File: src/rsa_pkg.sv
package rsa_pkg;

    // ==================================================
    // Key and block sizes
    // ==================================================

    // Width of the modulus, the exponent and every data block.
    localparam int key_bits  = 256;
    localparam int key_bytes = key_bits / 8;

    // The top byte of a plaintext block is always zero, so it is not sent.
    localparam int out_bytes = key_bytes - 1;

    // ==================================================
    // Serial link register map
    // ==================================================

    localparam logic [4:0] rx_base     = 5'd0;
    localparam logic [4:0] tx_base     = 5'd4;
    localparam logic [4:0] status_base = 5'd8;

    // Bit positions in the status register.
    localparam int rx_ok_bit = 7;
    localparam int tx_ok_bit = 6;

    // ==================================================
    // State encodings
    // ==================================================

    typedef enum logic [2:0] {
        poll_rx,
        read_byte,
        start_calc,
        wait_calc,
        poll_tx,
        write_byte
    } link_state_t;

    typedef enum logic [2:0] {
        idle,
        to_mont,
        exp_step,
        from_mont,
        done
    } core_state_t;

endpackage

File: src/rsa_avm_link.sv
module rsa_avm_link import rsa_pkg::*; (
    input  logic                avm_clk,
    input  logic                avm_rst,
    output logic [4:0]          avm_address,
    output logic                avm_read,
    input  logic [31:0]         avm_readdata,
    output logic                avm_write,
    output logic [31:0]         avm_writedata,
    input  logic                avm_waitrequest,
    output logic                start,
    output logic [key_bits-1:0] mod_n,
    output logic [key_bits-1:0] exp_d,
    output logic [key_bits-1:0] base_a,
    input  logic                done,
    input  logic [key_bits-1:0] result
);

    link_state_t         state_q;
    logic [6:0]          byte_cnt;
    logic [key_bits-1:0] res_q;
    logic                rd_done;
    logic                wr_done;
    logic                rx_ready;
    logic                tx_ready;

    // A transfer completes in the first cycle with waitrequest low.
    assign rd_done  = (state_q == read_byte) && !avm_waitrequest;
    assign wr_done  = (state_q == write_byte) && !avm_waitrequest;
    assign rx_ready = (state_q == poll_rx) && !avm_waitrequest && avm_readdata[rx_ok_bit];
    assign tx_ready = (state_q == poll_tx) && !avm_waitrequest && avm_readdata[tx_ok_bit];

    assign start = (state_q == start_calc);

    // Bit 247 is the top of the 31 bytes that go back to the host.
    assign avm_writedata = {24'd0, res_q[key_bits-9 -: 8]};

    // ==================================================
    // Bus sequencing
    // ==================================================

    always_ff @(posedge avm_clk or posedge avm_rst) begin
        if (avm_rst) begin
            state_q     <= poll_rx;
            byte_cnt    <= '0;
            avm_address <= status_base;
            avm_read    <= 1'b1;
            avm_write   <= 1'b0;
        end else begin
            case (state_q)
                poll_rx: begin
                    // Keep reading status until a byte is waiting.
                    if (rx_ready) begin
                        avm_address <= rx_base;
                        state_q     <= read_byte;
                    end
                end
                read_byte: begin
                    if (rd_done) begin
                        if (byte_cnt == 3 * key_bytes - 1) begin
                            byte_cnt <= '0;
                            avm_read <= 1'b0;
                            state_q  <= start_calc;
                        end else begin
                            byte_cnt    <= byte_cnt + 1'b1;
                            avm_address <= status_base;
                            state_q     <= poll_rx;
                        end
                    end
                end
                start_calc: begin
                    state_q <= wait_calc;
                end
                wait_calc: begin
                    if (done) begin
                        avm_address <= status_base;
                        avm_read    <= 1'b1;
                        state_q     <= poll_tx;
                    end
                end
                poll_tx: begin
                    if (tx_ready) begin
                        avm_read    <= 1'b0;
                        avm_write   <= 1'b1;
                        avm_address <= tx_base;
                        state_q     <= write_byte;
                    end
                end
                write_byte: begin
                    if (wr_done) begin
                        avm_write   <= 1'b0;
                        avm_read    <= 1'b1;
                        avm_address <= status_base;
                        if (byte_cnt == out_bytes - 1) begin
                            // Block finished, go back for the next key and data.
                            byte_cnt <= '0;
                            state_q  <= poll_rx;
                        end else begin
                            byte_cnt <= byte_cnt + 1'b1;
                            state_q  <= poll_tx;
                        end
                    end
                end
                default: begin
                    state_q <= poll_rx;
                end
            endcase
        end
    end

    // ==================================================
    // Operand and result shift registers
    // ==================================================

    // The three operands form one long shift chain, so the first byte
    // read ends up at the top of the modulus.
    always_ff @(posedge avm_clk) begin
        if (rd_done) begin
            {mod_n, exp_d, base_a} <= {mod_n[key_bits-9:0], exp_d, base_a, avm_readdata[7:0]};
        end
        if ((state_q == wait_calc) && done) begin
            res_q <= result;
        end else if (wr_done) begin
            res_q <= res_q << 8;
        end
    end

endmodule

File: config.mk
export PLATFORM = sky130hd
export DESIGN_NAME = rsa_avm_link
export DESIGN_NICKNAME = d
export VERILOG_FILES = /design/src/rsa_pkg.sv /design/src/rsa_avm_link.sv
export SDC_FILE = /design/constraint.sdc
export NUM_CORES = 1
export LEC_CHECK = 0
export BUFFER_PORTS_ARGS = -buffer_cell sky130_fd_sc_hd__buf_2
export CAP_MARGIN = 10
export CORE_AREA = 3 3 425 427
export CTS_CLUSTER_DIAMETER = 100
export DETAILED_ROUTE_END_ITERATION = 8
export DIE_AREA = 0 0 428 430
export GPL_ROUTABILITY_DRIVEN = 0
export PLACE_DENSITY = 0.4
export SETUP_SLACK_MARGIN = 0.3
export SYNTH_ARGS = -nofsm -noshare
export SYNTH_HDL_FRONTEND = slang
export SYNTH_SLANG_ARGS = --single-unit
File: constraint.sdc
create_clock -name avm_clk -period 46.4 [get_ports avm_clk]
set_clock_uncertainty 0.2 [all_clocks]
set_input_delay 6.96 -clock avm_clk [delete_from_list [all_inputs] [get_ports avm_clk]]
set_output_delay 6.96 -clock avm_clk [all_outputs]
set_load 0.05 [all_outputs]
# Word-level counts from Yosys, hierarchy flattened
# Index checks and enable logic that the tools add are counted.
# classes
add_sub_neg,1
n_eq_ne,14
mux,31
reduce_logical,19
# op_table
operator,count
248-bit two-way mux,2
5-bit two-way mux,6
7-bit two-way mux,4
5-bit one-hot mux with 5 select lines,1
3-bit two-way mux,6
3-bit one-hot mux with 6 select lines,1
7-bit one-hot mux with 2 select lines,1
2-bit != test (second input constant),6
7-bit by 1-bit adder with 7-bit output (second input constant),1
7-bit by 5-bit == test with 1-bit output (second input constant),1
7-bit == test (second input constant),1
1-bit logical AND,7
1-bit two-way mux,7
7-bit AND reduction,1
3-bit by 2-bit == test with 1-bit output (second input constant),2
3-bit == test (second input constant),2
3-bit AND reduction,2
6-bit AND reduction,1
2-bit nonzero test,3
5-bit AND reduction,1
5-bit nonzero test,1
1-bit one-hot mux with 4 select lines,1
4-bit nonzero test,1
3-bit by 1-bit == test with 1-bit output (second input constant),1
other kinds (5),5
# word_totals
register_bits,1033
input_bits,292

# Longest topological paths before layout
# depth
word_depth,5
ltp_mapped,8
depth_no_buf,6

# Least setup slack after synthesis
# OpenSTA, ideal clock, no wires.
# synth_timing
path_kind,input port to flip-flop
start,in avm_waitrequest
end,"reg base_a[0], enable pin"
setup_time_ps,1919
arrival_time_ps,39264
required_ps,44281
slack_ps,5017
stages,3
n_path_buf,1
cell_sequence,or3b_1 buf_2 nor2_1
# synth_via
elab_chain_len,2
# synth_lines
element,line_no,text
from (decl),rsa_avm_link.sv:9,"input logic avm_waitrequest,"
1-bit zero test,rsa_avm_link.sv:27,assign rd_done = (state_q == read_byte) && !avm_waitrequest;
1-bit logical AND,rsa_avm_link.sv:27,
via rd_done,rsa_avm_link.sv:21,logic rd_done;
to (signal assigned),rsa_avm_link.sv:118,"{mod_n, exp_d, base_a} <= {mod_n[key_bits-9:0], exp_d, base_a, avm_readdata[7:0]};"
to (decl),rsa_avm_link.sv:13,"output logic [key_bits-1:0] base_a,"
# The timed path passes the listed nets, and every way through them passes these cells.
# A chain may end at the register's enable or synchronous reset.

# Worst setup path after layout
# layout_timing
start,in avm_waitrequest
end,"reg mod_n[117], enable pin"
# layout_via
elab_chain_len,2
# layout_lines
element,line_no,text
1-bit zero test,rsa_avm_link.sv:27,
1-bit logical AND,rsa_avm_link.sv:27,
via rd_done,rsa_avm_link.sv:21,
to (signal assigned),rsa_avm_link.sv:118,
to (decl),rsa_avm_link.sv:11,"output logic [key_bits-1:0] mod_n,"
# The timed path passes the listed nets, and every way through them passes these cells.

==> metrics.yaml <==
post-cts-setup-buffer-count: 0
layout.cells.non_filler: 5489
ios: 1100
hold_path.class: "reg -> reg"
start_util_pct: 19.7
synth_area_leaders: "edfxtp_1, nand2_1, dfrtp_1, buf_4, buf_6"
clkTransAtPathRegs_ns: 0.06
syn_area_sq_um: 34700
seq_area_frac_synth_pct: 88.9
slew_headroom_pct: 26.6
vias: 20100
synth_warnings: 0
viasPerCell: 3.66
clock_latency_ns: 0.75
avgRoutedWirePerCell_um: 20.9
numCtsBuffers: 114
syn2layout_area_growth_pct: 33.0
cp_data_required_time_ns: 46.56
first_pass_iters: 5
fin_nets: 3327
netlist-cell-type-count: 37
finish.utilization_pct: 26.2
synth_seq_cells: 1030
fmax_ghz: 0.0888
cts.sinks: 1030
hold_depth: 0
hold_slack_ns: 0.204
die_h_um: 430
fillers: 18400
end_kind: "flip-flop"
min_period_over_period_pct: 24.3
critPathLaunchType: "primary input"
synth_edf_count: 1016
min_period_ns: 11.26
synth_ff_type: "edfxtp_1"
first_iter_violations: 1343
cts_root_buffer: "clkbuf_16"
setup_tns_ns: 0
cts_htree_levels: 3
worstRegToRegCells: 6
ctsHoldBuffers: 0
antenna_found_initial: 63
cts-resized-gates: 0
drcViolationCount: 0
core_area_sq_um: 176000
grt_pass1_vias: 20000
cts_tree: "yes"
overflow: 0
yosysTopAreaCell: "edfxtp_1"
final.setup.worst_slack_ns: 35.14
status: "finished clean"
dp.cells: 5257
rows: 154
dieWidth_um: 428
hold_viol: 0
worstMarginPinSlew_ns: 1.10
crit_path_max_fanout: 75
cp.arrival_ns: 11.42
grt_pass1_wl_um: 157000
wirelength_um: 115000
async_flop_share_pct: 1.36
ys_top_cells_by_count: "edfxtp_1, nand2_1, buf_4, buf_2, buf_6"
power-per-cell-area_nw_per_um2: 43.7
track_usage_pct: 11.9
finalSetupViolCount: 0
ant_nets: 0
final_layout_size_suffix_gt1_share_pct: 39.1
io_buffers: 1040
syn_avg_cell_area_sq_um: 18.0
syn_inst: 1928
dp.final_hpwl_um: 85200
clockBufferDepth: 3
maxSlewViolCount: 0
max_cap_viol_count: 0
critPathKind: "in -> reg"
synth_most_common_cell: "edfxtp_1"
netlist.area_leader.share_pct: 87.8
grt_max_degree: 202
leakage_uw: 0.0158
place_ws_ns: 34.31
rsz0062_at_grt: "false"
die_area_sq_um: 184000
peakVddDrop_mv: 0.0346
==> placed cells by master, fill, tap and decap left out, types with 2 or more instances in the layout <==
master / n
buf_2: 1040
edfxtp_1: 1016
nand2_1: 732
clkbuf_16: 114
clkinv_1: 34
conb_1: 27
diode_2: 22
clkbuf_1: 20
clkinv_2: 18
buf_4: 14
dfrtp_1: 12
and2_1: 9
bufinv_16: 9
a21oi_1: 7
nor2_1: 6
nand3_1: 5
o21ai_0: 5
nand2b_1: 4
o211ai_1: 4
clkinv_16: 4
inv_1: 3
a31oi_1: 3
clkinvlp_4: 3
buf_12: 3
o21a_1: 2
mux2i_1: 2
nor2_4: 2
ha_1: 2
dfstp_2: 2
inv_8: 2
inv_16: 2
inv_6: 2
==> per-stage QoR <==
| step | cell area [sq um] | power [uW] |
|---|---|---|
| finish | 46200 | 2020 |
| global placement | 42500 | 1150 |
| floorplan | 34800 | 1130 |
| detailed placement | 42500 | 1150 |
| global route | 46200 | 2100 |
| CTS | 46100 | 2050 |
==> registers in the layout (all words and copies together), names as in the netlist <==
register and count:
res_q 248, exp_d 256, base_a 256, avm_read 1, byte_cnt 7, state_q 3
mod_n 256, avm_address 2, avm_write 1
==> worst paths after layout <==
| kind | from | to | slack [ns] |
|---|---|---|---|
| min | mod_n[150] | mod_n[158] | 0.20 |
| max in group asynchronous | avm_rst | byte_cnt[5] | 39.47 |
| max | avm_waitrequest | mod_n[117] | 35.14 |
| min in group asynchronous | avm_rst | avm_write | 6.09 |
| min reg2reg | mod_n[150] | mod_n[158] | 0.20 |
| max reg2reg | state_q[1] | mod_n[117] | 40.94 |
==> power by group <==
part / switching, uW / internal, uW / total (uW) / leakage [uW]
clock: 387 / 503 / 890 / 0.00178
combinational: 47.1 / 21.2 / 68.3 / 0.00588
sequential: 10.6 / 1050 / 1060 / 0.00812
==> layer usage <==
layer | up-vias | global-route usage [%] | part of all wire [%] | wire length [um]
li1 | 9125 | - | - | -
met1 | 9945 | 12.3 | 35 | 40400
met2 | 781 | 21.6 | 53 | 60900
met3 | 216 | 5.02 | 8.9 | 10100
met4 | 24 | 3.75 | 2.5 | 2920
met5 | - | 0 | 0.13 | 152
==> layout make-up <==
class | count | area (sq um) | area share [%]
Clock inverter | 76 | 736 | 1.59
Timing Repair Buffer | 1057 | 5370 | 11.6
Sequential cell | 1030 | 30900 | 66.8
Multi-Input combinational cell | 827 | 3310 | 7.17
Tap cell | 2340 | 2930 | 6.34
Antenna cell | 22 | 55.1 | 0.119
Inverter | 3 | 11.3 | 0.0244
Clock buffer | 134 | 2930 | 6.34
==> cells by family (layout without fill, tap and decap cells) <==
kind of cell,count (synthesis),in the layout,share of synthesized area (%)
AOI/OAI and AO/OA,26,26,0.468
adders and majority gates,2,2,0.0720
buffers and inverters,97,1270,1.96
DFF,1030,1030,88.9
muxes,3,3,0.0901
other,1,49,0.0108
and+or+nand+nor,769,769,8.54
==> critical path, stage by stage <==
cell    delay (ns)
buf_2         0.14
or3b_1        0.59
nor2_4        0.63
buf_4         0.56
buf_4         0.66
buf_4         0.76
buf_4         0.87
(Power assumes the default switching activity.)
